## src/design/mem_bus_pkg.sv

```systemverilog
package mem_bus_pkg;

    // ************************************************************************
    // widths and memory map
    // ************************************************************************
    localparam int addr_width = 32;
    localparam int data_width = 32;
    localparam int strb_width = data_width / 8;

    localparam logic [addr_width-1:0] clint_base = 32'h0200_0000;
    localparam logic [addr_width-1:0] clint_size = 32'h0001_0000;

    localparam logic [1:0] resp_okay   = 2'b00;
    localparam logic [1:0] resp_slverr = 2'b10;

    // ************************************************************************
    // simple bus
    // ************************************************************************
    typedef struct packed {
        logic                  valid;
        logic                  write;
        logic [addr_width-1:0] addr;
        logic [data_width-1:0] wdata;
        logic [strb_width-1:0] mask;
        logic [2:0]            size;
    } sb_req_t;

    typedef struct packed {
        logic                  complete;   // one-cycle pulse.
        logic [data_width-1:0] rdata;
        logic [1:0]            resp;
    } sb_rsp_t;

    // ************************************************************************
    // AXI4-lite channels, ready runs separately
    // ************************************************************************
    typedef struct packed {
        logic                  valid;
        logic [addr_width-1:0] addr;
        logic [2:0]            size;
    } axi_ar_t;

    typedef struct packed {
        logic                  valid;
        logic [addr_width-1:0] addr;
        logic [2:0]            size;
    } axi_aw_t;

    typedef struct packed {
        logic                  valid;
        logic [data_width-1:0] data;
        logic [strb_width-1:0] strb;
    } axi_w_t;

    typedef struct packed {
        logic                  valid;
        logic [data_width-1:0] data;
        logic [1:0]            resp;
    } axi_r_t;

    typedef struct packed {
        logic       valid;
        logic [1:0] resp;
    } axi_b_t;

endpackage
```

## src/design/mem_subsystem_top.sv

```systemverilog
`timescale 1ns/10ps

module mem_subsystem_top (
    input  logic                 clock,
    input  logic                 reset,
    input  mem_bus_pkg::sb_req_t fetch_req,
    output mem_bus_pkg::sb_rsp_t fetch_rsp,
    input  mem_bus_pkg::sb_req_t lsu_req,
    output mem_bus_pkg::sb_rsp_t lsu_rsp,
    output mem_bus_pkg::axi_ar_t io_master_ar,
    input  logic                 io_master_arready,
    output mem_bus_pkg::axi_aw_t io_master_aw,
    input  logic                 io_master_awready,
    output mem_bus_pkg::axi_w_t  io_master_w,
    input  logic                 io_master_wready,
    input  mem_bus_pkg::axi_r_t  io_master_r,
    output logic                 io_master_rready,
    input  mem_bus_pkg::axi_b_t  io_master_b,
    output logic                 io_master_bready
);

    mem_bus_pkg::sb_req_t bus_req;
    mem_bus_pkg::sb_rsp_t bus_rsp;
    mem_bus_pkg::axi_ar_t ar;
    mem_bus_pkg::axi_aw_t aw;
    mem_bus_pkg::axi_w_t  w;
    mem_bus_pkg::axi_r_t  r;
    mem_bus_pkg::axi_b_t  b;
    logic                 arready;
    logic                 awready;
    logic                 wready;
    logic                 rready;
    logic                 bready;

    // CLINT side.
    mem_bus_pkg::axi_ar_t clint_ar;
    mem_bus_pkg::axi_r_t  clint_r;
    logic                 clint_arready;
    logic                 clint_rready;

    bus_arbiter u_bus_arbiter (
        .clock     (clock),
        .reset     (reset),
        .fetch_req (fetch_req),
        .fetch_rsp (fetch_rsp),
        .lsu_req   (lsu_req),
        .lsu_rsp   (lsu_rsp),
        .bus_req   (bus_req),
        .bus_rsp   (bus_rsp)
    );

    simplebus_axi_master u_simplebus_axi_master (
        .clock   (clock),
        .reset   (reset),
        .req     (bus_req),
        .rsp     (bus_rsp),
        .ar      (ar),
        .arready (arready),
        .aw      (aw),
        .awready (awready),
        .w       (w),
        .wready  (wready),
        .r       (r),
        .rready  (rready),
        .b       (b),
        .bready  (bready)
    );

    axi_addr_router u_axi_addr_router (
        .clock         (clock),
        .reset         (reset),
        .ar            (ar),
        .arready       (arready),
        .aw            (aw),
        .awready       (awready),
        .w             (w),
        .wready        (wready),
        .r             (r),
        .rready        (rready),
        .b             (b),
        .bready        (bready),
        .clint_ar      (clint_ar),
        .clint_arready (clint_arready),
        .clint_r       (clint_r),
        .clint_rready  (clint_rready),
        .ext_ar        (io_master_ar),
        .ext_arready   (io_master_arready),
        .ext_aw        (io_master_aw),
        .ext_awready   (io_master_awready),
        .ext_w         (io_master_w),
        .ext_wready    (io_master_wready),
        .ext_r         (io_master_r),
        .ext_rready    (io_master_rready),
        .ext_b         (io_master_b),
        .ext_bready    (io_master_bready)
    );

    clint_timer u_clint_timer (
        .clock   (clock),
        .reset   (reset),
        .ar      (clint_ar),
        .arready (clint_arready),
        .r       (clint_r),
        .rready  (clint_rready)
    );

endmodule

```

## src/design/clint_timer.sv

```systemverilog
`timescale 1ns/10ps

module clint_timer (
    input  logic                 clock,
    input  logic                 reset,
    input  mem_bus_pkg::axi_ar_t ar,
    output logic                 arready,
    output mem_bus_pkg::axi_r_t  r,
    input  logic                 rready
);

    localparam int dw = mem_bus_pkg::data_width;

    logic [2*dw-1:0]                    mtime;
    logic [mem_bus_pkg::addr_width-1:0] offset;
    logic [dw-1:0]                      rdata_q;
    logic                               rvalid_q;

    assign offset  = ar.addr - mem_bus_pkg::clint_base;
    assign arready = ~rvalid_q;   // idle means no read pending.

    assign r.valid = rvalid_q;
    assign r.data  = rdata_q;
    assign r.resp  = mem_bus_pkg::resp_okay;

    always_ff @(posedge clock) begin
        if (reset) begin
            mtime    <= '0;
            rvalid_q <= 1'b0;
        end else begin
            mtime <= mtime + 64'd1;
            if (ar.valid && arready) begin
                rvalid_q <= 1'b1;
            end else if (rvalid_q && rready) begin
                rvalid_q <= 1'b0;
            end
        end
    end

    // sampled at the AR handshake.
    always_ff @(posedge clock) begin
        if (ar.valid && arready) begin
            case (offset)
                32'h0:   rdata_q <= mtime[dw-1:0];
                32'h4:   rdata_q <= mtime[2*dw-1:dw];
                default: rdata_q <= '0;
            endcase
        end
    end

endmodule

```

## src/design/axi_addr_router.sv

```systemverilog
`timescale 1ns/10ps

module axi_addr_router (
    input  logic                 clock,
    input  logic                 reset,
    input  mem_bus_pkg::axi_ar_t ar,
    output logic                 arready,
    input  mem_bus_pkg::axi_aw_t aw,
    output logic                 awready,
    input  mem_bus_pkg::axi_w_t  w,
    output logic                 wready,
    output mem_bus_pkg::axi_r_t  r,
    input  logic                 rready,
    output mem_bus_pkg::axi_b_t  b,
    input  logic                 bready,
    output mem_bus_pkg::axi_ar_t clint_ar,
    input  logic                 clint_arready,
    input  mem_bus_pkg::axi_r_t  clint_r,
    output logic                 clint_rready,
    output mem_bus_pkg::axi_ar_t ext_ar,
    input  logic                 ext_arready,
    output mem_bus_pkg::axi_aw_t ext_aw,
    input  logic                 ext_awready,
    output mem_bus_pkg::axi_w_t  ext_w,
    input  logic                 ext_wready,
    input  mem_bus_pkg::axi_r_t  ext_r,
    output logic                 ext_rready,
    input  mem_bus_pkg::axi_b_t  ext_b,
    output logic                 ext_bready
);

    logic ar_is_clint;
    logic rd_busy;
    logic rd_clint_q;
    logic aw_is_clint;
    logic wr_sel_clint;
    logic aw_acc_q;
    logic w_acc_q;
    logic wr_clint_q;
    logic clint_b_q;
    logic aw_hs;
    logic w_hs;
    logic b_hs;

    function automatic logic in_clint(input logic [mem_bus_pkg::addr_width-1:0] addr);
        return (addr >= mem_bus_pkg::clint_base) &&
               (addr < mem_bus_pkg::clint_base + mem_bus_pkg::clint_size);
    endfunction

    // ************************************************************************
    // read path
    // ************************************************************************
    assign ar_is_clint = in_clint(ar.addr);

    always_comb begin
        clint_ar       = ar;
        clint_ar.valid = ar.valid & ar_is_clint & ~rd_busy;
        ext_ar         = ar;
        ext_ar.valid   = ar.valid & ~ar_is_clint & ~rd_busy;
        arready        = ~rd_busy & (ar_is_clint ? clint_arready : ext_arready);
        r              = rd_clint_q ? clint_r : ext_r;
        r.valid        = rd_busy & (rd_clint_q ? clint_r.valid : ext_r.valid);
    end

    assign clint_rready = rready & rd_busy & rd_clint_q;
    assign ext_rready   = rready & rd_busy & ~rd_clint_q;

    always_ff @(posedge clock) begin
        if (reset) begin
            rd_busy    <= 1'b0;
            rd_clint_q <= 1'b0;
        end else if (ar.valid && arready) begin
            rd_busy    <= 1'b1;
            rd_clint_q <= ar_is_clint;   // target held for the R beat.
        end else if (r.valid && rready) begin
            rd_busy <= 1'b0;
        end
    end

    // ************************************************************************
    // write path, CLINT writes end here with an error
    // ************************************************************************
    assign aw_is_clint  = in_clint(aw.addr);
    assign wr_sel_clint = aw_acc_q ? wr_clint_q : aw_is_clint;
    assign aw_hs        = aw.valid & awready;
    assign w_hs         = w.valid & wready;
    assign b_hs         = b.valid & bready;

    always_comb begin
        ext_aw       = aw;
        ext_aw.valid = aw.valid & ~aw_acc_q & ~aw_is_clint;
        awready      = ~aw_acc_q & (aw_is_clint | ext_awready);
        ext_w        = w;
        ext_w.valid  = w.valid & ~w_acc_q & ~wr_sel_clint;
        wready       = ~w_acc_q & (wr_sel_clint | ext_wready);
        b            = ext_b;
        if (wr_sel_clint) begin
            b.valid = clint_b_q;
            b.resp  = mem_bus_pkg::resp_slverr;
        end
    end

    assign ext_bready = bready & ~wr_sel_clint;

    always_ff @(posedge clock) begin
        if (reset || b_hs) begin
            aw_acc_q   <= 1'b0;
            w_acc_q    <= 1'b0;
            wr_clint_q <= 1'b0;
            clint_b_q  <= 1'b0;
        end else begin
            aw_acc_q <= aw_acc_q | aw_hs;
            w_acc_q  <= w_acc_q | w_hs;
            if (aw_hs) wr_clint_q <= aw_is_clint;
            // local B rises the cycle after both beats are in.
            if ((aw_acc_q || aw_hs) && (w_acc_q || w_hs) && wr_sel_clint) clint_b_q <= 1'b1;
        end
    end

endmodule

```

## src/design/simplebus_axi_master.sv

```systemverilog
`timescale 1ns/10ps

module simplebus_axi_master (
    input  logic                 clock,
    input  logic                 reset,
    input  mem_bus_pkg::sb_req_t req,
    output mem_bus_pkg::sb_rsp_t rsp,
    output mem_bus_pkg::axi_ar_t ar,
    input  logic                 arready,
    output mem_bus_pkg::axi_aw_t aw,
    input  logic                 awready,
    output mem_bus_pkg::axi_w_t  w,
    input  logic                 wready,
    input  mem_bus_pkg::axi_r_t  r,
    output logic                 rready,
    input  mem_bus_pkg::axi_b_t  b,
    output logic                 bready
);

    typedef enum logic [1:0] {
        st_idle,
        st_address,
        st_data,
        st_done
    } state_t;

    state_t                             state;
    mem_bus_pkg::sb_req_t               req_q;
    logic                               aw_done;
    logic                               w_done;
    logic                               aw_hs;
    logic                               w_hs;
    logic [mem_bus_pkg::data_width-1:0] rdata_q;
    logic [1:0]                         resp_q;

    assign aw_hs = aw.valid & awready;
    assign w_hs  = w.valid & wready;

    // ************************************************************************
    // channel outputs
    // ************************************************************************
    always_comb begin
        ar.valid = (state == st_address) & ~req_q.write;
        ar.addr  = req_q.addr;
        ar.size  = req_q.size;
        aw.valid = (state == st_address) & req_q.write & ~aw_done;
        aw.addr  = req_q.addr;
        aw.size  = req_q.size;
        w.valid  = (state == st_address) & req_q.write & ~w_done;
        w.data   = req_q.wdata;
        w.strb   = req_q.mask;
    end

    assign rready = (state == st_data) & ~req_q.write;
    assign bready = (state == st_data) & req_q.write;

    assign rsp.complete = (state == st_done);
    assign rsp.rdata    = rdata_q;
    assign rsp.resp     = resp_q;

    // ************************************************************************
    // FSM
    // ************************************************************************
    always_ff @(posedge clock) begin
        if (reset) begin
            state   <= st_idle;
            aw_done <= 1'b0;
            w_done  <= 1'b0;
        end else begin
            case (state)
                st_idle: begin
                    aw_done <= 1'b0;
                    w_done  <= 1'b0;
                    if (req.valid) state <= st_address;
                end
                st_address: begin
                    if (req_q.write) begin
                        aw_done <= aw_done | aw_hs;
                        w_done  <= w_done | w_hs;
                        // both beats may land in different cycles.
                        if ((aw_done || aw_hs) && (w_done || w_hs)) state <= st_data;
                    end else if (arready) begin
                        state <= st_data;
                    end
                end
                st_data: begin
                    if (req_q.write ? b.valid : r.valid) state <= st_done;
                end
                default: state <= st_idle;
            endcase
        end
    end

    always_ff @(posedge clock) begin
        if (state == st_idle && req.valid) req_q <= req;
        if (state == st_data && !req_q.write && r.valid) begin
            rdata_q <= r.data;
            resp_q  <= r.resp;
        end
        if (state == st_data && req_q.write && b.valid) begin
            rdata_q <= '0;
            resp_q  <= b.resp;
        end
    end

endmodule

```

## src/design/bus_arbiter.sv

```systemverilog
`timescale 1ns/10ps

module bus_arbiter (
    input  logic                 clock,
    input  logic                 reset,
    input  mem_bus_pkg::sb_req_t fetch_req,
    output mem_bus_pkg::sb_rsp_t fetch_rsp,
    input  mem_bus_pkg::sb_req_t lsu_req,
    output mem_bus_pkg::sb_rsp_t lsu_rsp,
    output mem_bus_pkg::sb_req_t bus_req,
    input  mem_bus_pkg::sb_rsp_t bus_rsp
);

    logic                 busy;
    logic                 grant_lsu_q;
    logic                 grant_lsu;
    mem_bus_pkg::sb_req_t fetch_rd;

    // fetch never writes.
    always_comb begin
        fetch_rd       = fetch_req;
        fetch_rd.write = 1'b0;
    end

    // load/store wins a tie while idle.
    assign grant_lsu = busy ? grant_lsu_q : lsu_req.valid;

    always_comb begin
        if (grant_lsu) begin
            bus_req = lsu_req;
        end else begin
            bus_req = fetch_rd;
        end
    end

    // response goes only to the side holding the grant.
    always_comb begin
        fetch_rsp          = bus_rsp;
        lsu_rsp            = bus_rsp;
        fetch_rsp.complete = bus_rsp.complete & busy & ~grant_lsu_q;
        lsu_rsp.complete   = bus_rsp.complete & busy & grant_lsu_q;
    end

    always_ff @(posedge clock) begin
        if (reset) begin
            busy        <= 1'b0;
            grant_lsu_q <= 1'b0;
        end else if (!busy) begin
            if (lsu_req.valid || fetch_req.valid) begin
                busy        <= 1'b1;
                grant_lsu_q <= lsu_req.valid;
            end
        end else if (bus_rsp.complete) begin
            busy <= 1'b0;   // released at the complete pulse.
        end
    end

endmodule

```

## config.mk

```make
export PLATFORM = sky130hd
export DESIGN_NAME = mem_subsystem_top
export DESIGN_NICKNAME = d
export VERILOG_FILES = /design/src/design/mem_bus_pkg.sv /design/src/design/mem_subsystem_top.sv /design/src/design/clint_timer.sv /design/src/design/axi_addr_router.sv /design/src/design/simplebus_axi_master.sv /design/src/design/bus_arbiter.sv
export SDC_FILE = /design/constraint.sdc
export NUM_CORES = 1
export LEC_CHECK = 0
export BUFFER_PORTS_ARGS = -buffer_cell sky130_fd_sc_hd__buf_2
export CORE_UTILIZATION = 45
export CTS_BUF_LIST = sky130_fd_sc_hd__clkbuf_4 sky130_fd_sc_hd__clkbuf_8
export DETAILED_ROUTE_END_ITERATION = 6
export PLACE_DENSITY_LB_ADDON = 0.3
export SYNTH_ARGS = -nofsm -noshare
export SYNTH_HDL_FRONTEND = slang
export SYNTH_HIERARCHICAL = 1
export SYNTH_SLANG_ARGS = --single-unit
```

## constraint.sdc

```tcl
create_clock -name clock -period 8.31 [get_ports clock]
set_input_delay 0.4155 -clock clock [delete_from_list [all_inputs] [get_ports clock]]
set_output_delay 0.4155 -clock clock [all_outputs]
set_load 0.1 [all_outputs]
```

Yosys cells after proc, flatten, opt, wreduce, memory -nomap -nowiden

Index checks and enable logic that the tools add are counted.

Register bits: 215
Input bits: 189
Output and inout bits: 181
Word-level logic and storage cells: 137

$add $sub $neg: 2
Order comparisons: 2
Eq/ne operators: 9
Multiplexer cells: 28
Bitwise operators: 46
Reductions and logical operators: 29

Operators by type and width:

| kind                                                                 | number |
|---|---|
| two-way mux 73 bit                                                   | 1 |
| adder 64 x 1 -> 64 bit (second input constant)                       | 1 |
| one-hot mux 32 bit (2 select lines)                                  | 1 |
| two-way mux 34 bit                                                   | 1 |
| equality test 32 x 3 -> 1 bit (second input constant)                | 1 |
| greater-or-equal comparator 32 x 26 -> 1 bit (second input constant) | 1 |
| logical NOT 32 bit                                                   | 1 |
| < comparator 32 x 26 -> 1 bit (second input constant)                | 1 |
| subtractor 32 x 26 -> 32 bit (second input constant)                 | 1 |
| AND 1 bit                                                            | 28 |
| two-way mux 1 bit                                                    | 14 |
| two-way mux 2 bit                                                    | 7 |
| logical AND 1 bit                                                    | 13 |
| inverter 1 bit                                                       | 12 |
| nonzero test 2 bit                                                   | 4 |
| logical OR 1 bit                                                     | 6 |
| OR 1 bit                                                             | 6 |
| one-hot mux 2 bit (3 select lines)                                   | 1 |
| equality test 2 bit (second input constant)                          | 2 |
| inequality test 2 x 1 -> 1 bit (second input constant)               | 2 |
| one-hot mux 1 bit (2 select lines)                                   | 2 |
| AND reduction 2 bit                                                  | 2 |
| AND reduction 4 bit                                                  | 1 |
| two-way mux 3 bit                                                    | 1 |
| other kinds (6)                                                      | 6 |

Depth between registers and ports, before layout

Depth after elaboration: 11
Depth in mapped cells: 10
Gate-level depth less buffers: 8

Cells and area by module

Netlist, hierarchy kept.

Modules (own cells, without submodules):

| module               | instances | cells an instance | area each (sq um) | seq. area each (sq um) |
|---|---|---|---|---|
| simplebus_axi_master | 1         | 363               | 4610.7            | 2942.8 |
| clint_timer          | 1         | 475               | 4495.6            | 2262.2 |
| axi_addr_router      | 1         | 249               | 1995.7            | 120.1 |
| bus_arbiter          | 1         | 163               | 1850.5            | 40.0 |

Least setup slack after synthesis

Ideal clock, no wire load.

Path type: reg-to-reg
From: reg u_simplebus_axi_master.req_q, in the netlist u_simplebus_axi_master/ar[34]
To: reg u_clint_timer.rdata_q[0] (enable)
Setup time: 425 ps
Arrival: 2592 ps
Data required time: 7885 ps
Setup slack: 5293 ps
Stages on the path, launching flop included: 6
Path buffers: 1
Clock period less this slack: 3017 ps
Cell sequence: edfxtp_1 buf_4 nor4b_1 nand4_1 nor2_1 nor2b_1

RTL lines:

| element                | RTL line                   | RTL |
|---|---|---|
| start, declared        | simplebus_axi_master.sv:28 | `mem_bus_pkg::sb_req_t req_q;` |
| start signal, assigned | simplebus_axi_master.sv:95 | `if (state == st_idle && req.valid) req_q <= req;` |
| end signal, assigned   | clint_timer.sv:44          | `32'h0: rdata_q <= mtime[dw-1:0];` |
| end signal, assigned   | clint_timer.sv:45          | `32'h4: rdata_q <= mtime[2*dw-1:dw];` |
| end, declared          | clint_timer.sv:16          | `logic [dw-1:0] rdata_q;` |

==> reports/results.txt <==
Final setup vio count -> 0
Drt via density -> 4.89
Starting DRC count in detailed routing -> 506
Pre-antenna DRT Iters -> 5
FP Rows -> 61
Max_cap viols -> 0
Resized cells post-CTS -> 0
Die Span Y -> 172 um
Root buffer cell -> clkbuf_8
Routed length per instance -> 15.8 um
GR Overflow Total -> 0
Number of CTS-inserted buffers -> 40
CP startpoint -> u_simplebus_axi_master/ar[21]
Post-synthesis area per instance -> 10.4 um^2
Clock transition at the registers of the reported paths -> 60 ps
Final Wtd Congestion -> 0.831
Hold Path Class -> primary input to flop
Number of global-route vias before repair -> 7969
Final Hold Viols -> 0
RR Startpoint -> u_simplebus_axi_master/ar[21]
RSZ-0062 raised after global routing -> false
CP startpoint kind -> flop
P_leak -> 5.58 nW
Starting Density -> 46.2%
DRT antenna net count -> 0
Io pins -> 370
Fmax -> 0.309 GHz
Antenna violations before repair -> 0
CTS H-Tree Depth -> 2
Commonest non-fill, non-tap cell in the layout -> buf_2
Worst Setup End Kind -> flop
Skew-Pair Late Insertion Delay -> 560 ps
Worst setup margin -> 5080 ps
Peak VDD IR -> 0.298 mV
Outcome -> finished clean
Mapped Area -> 0.0129 mm^2
Setup_tns -> 0 ps
CTS tree -> done
Required @ worst endpoint -> 8600 ps
Hold buffer count at cts -> 0
Residual DRC -> 0
Post-Syn Instances -> 1247
Slew Limit Fails -> 0
Area of the core -> 0.0280 mm^2
Worst Max-Slew Pin Slew -> 1040 ps
DRT Wirelength -> 27000 um
Highest-count cells in the layout ignoring fill and taps -> buf_2 (368), dfxtp_1 (109), edfxtp_1 (106)
Final core utilization -> 47.8%
Number of setup buffers added after CTS -> 0
Area growth syn-to-layout -> 3.48%
First-pass GRT wire length -> 42100 um
Inserted Diodes -> 0
Clock Skews -> 46.9 ps
Via count -> 8364
Max Root-Sink Buffers -> 3
Die W -> 172 um
Critical path fanouts, max -> 35
Pwr/cell area -> 332 mW/mm^2
Share of post-route cells with drive strength above 1 -> 44.7%
Fin crit share -> 38.9%
WP data arrival -> 3520 ps
Global-route usage over all layers -> 18.2%
Post-place setup slack -> 5100 ps
Post-DP HPWL -> 19600 um
Clock sinks -> 215
Largest net degree at the start of global routing -> 76
NumNets Final -> 1500
Slew margin rel. -> 29.8%
Synth warn -> 6
Filler cells -> 2623
Placed cell areas -> 0.0126 mm^2
Number of port buffers -> 368
Critical hold path startpoint -> fetch_req[25]
Die area -> 0.0294 mm^2
Setup CP Type -> flop to flop
Tot Pwr -> 4.45 mW
Design Area, Final -> 0.0134 mm^2
Fin crit period -> 3230 ps
## critical path: stages, from the launching register on
cell and delay, ps:
edfxtp_1 490, nor4_1 380, and4_1 450, a21boi_2 170, mux2_4 240, and3_2 820, mux2_2 420
## area by class of cell
type / instances / area (um^2) / share of cell area, %
inverter: 21 / 78.8 / 0.589
multi-input combinational: 652 / 4760 / 35.5
clock buffer: 63 / 754 / 5.64
clock inverter: 8 / 58.8 / 0.439
timing repair buffer: 375 / 1890 / 14.2
sequential: 215 / 5370 / 40.1
tap: 378 / 473 / 3.53
## through the flow
step / hold slack, ps / instances
floorplan: 448 / 1248
global placement: 455 / 1641
detailed placement: 459 / 1641
CTS: 113 / 1712
global route: 112 / 1712
finish: 160 / 1712
## report_power, final
part	internal [mW]	switching (mW)
registers	1.29	0.0974
clock network	0.581	0.445
logic	0.313	1.72
total	2.19	2.26
## metal layers
| metal | wire [um] | GRT usage [%] | part of all wire, % |
|---|---|---|---|
| met5 | 0 | 0 | 0 |
| met4 | 609 | 6.02 | 2.3 |
| met3 | 1800 | 3.61 | 6.7 |
| met2 | 12300 | 29.1 | 45 |
| met1 | 12400 | 24.6 | 46 |
## state kept, by name (all words and copies together), names as in the netlist
signal and count:
u_clint_timer/rvalid_q 1, u_simplebus_axi_master/ar 35, u_simplebus_axi_master/w_done 1, u_simplebus_axi_master/aw_done 1, u_clint_timer/rdata_q 32, u_simplebus_axi_master/req_q 1, u_axi_addr_router/w_acc_q 1, u_bus_arbiter/busy 1
u_simplebus_axi_master/state 2, u_simplebus_axi_master/rdata_q 32, u_axi_addr_router/rd_busy 1, u_simplebus_axi_master/w 36, u_bus_arbiter/grant_lsu_q 1, u_simplebus_axi_master/resp_q 2, u_clint_timer/mtime 64, u_axi_addr_router/clint_b_q 1
u_axi_addr_router/rd_clint_q 1, u_axi_addr_router/wr_clint_q 1, u_axi_addr_router/aw_acc_q 1
## worst paths after layout
check,end,slack [ps],cells past startpoint
min,u_simplebus_axi_master/w[22],160,2
max reg2reg,u_simplebus_axi_master/resp_q[0],5080,6
max,u_simplebus_axi_master/resp_q[0],5080,6
min reg2reg,u_simplebus_axi_master/rdata_q[31],470,2
No activity file was read; power rests on OpenSTA's default activity.
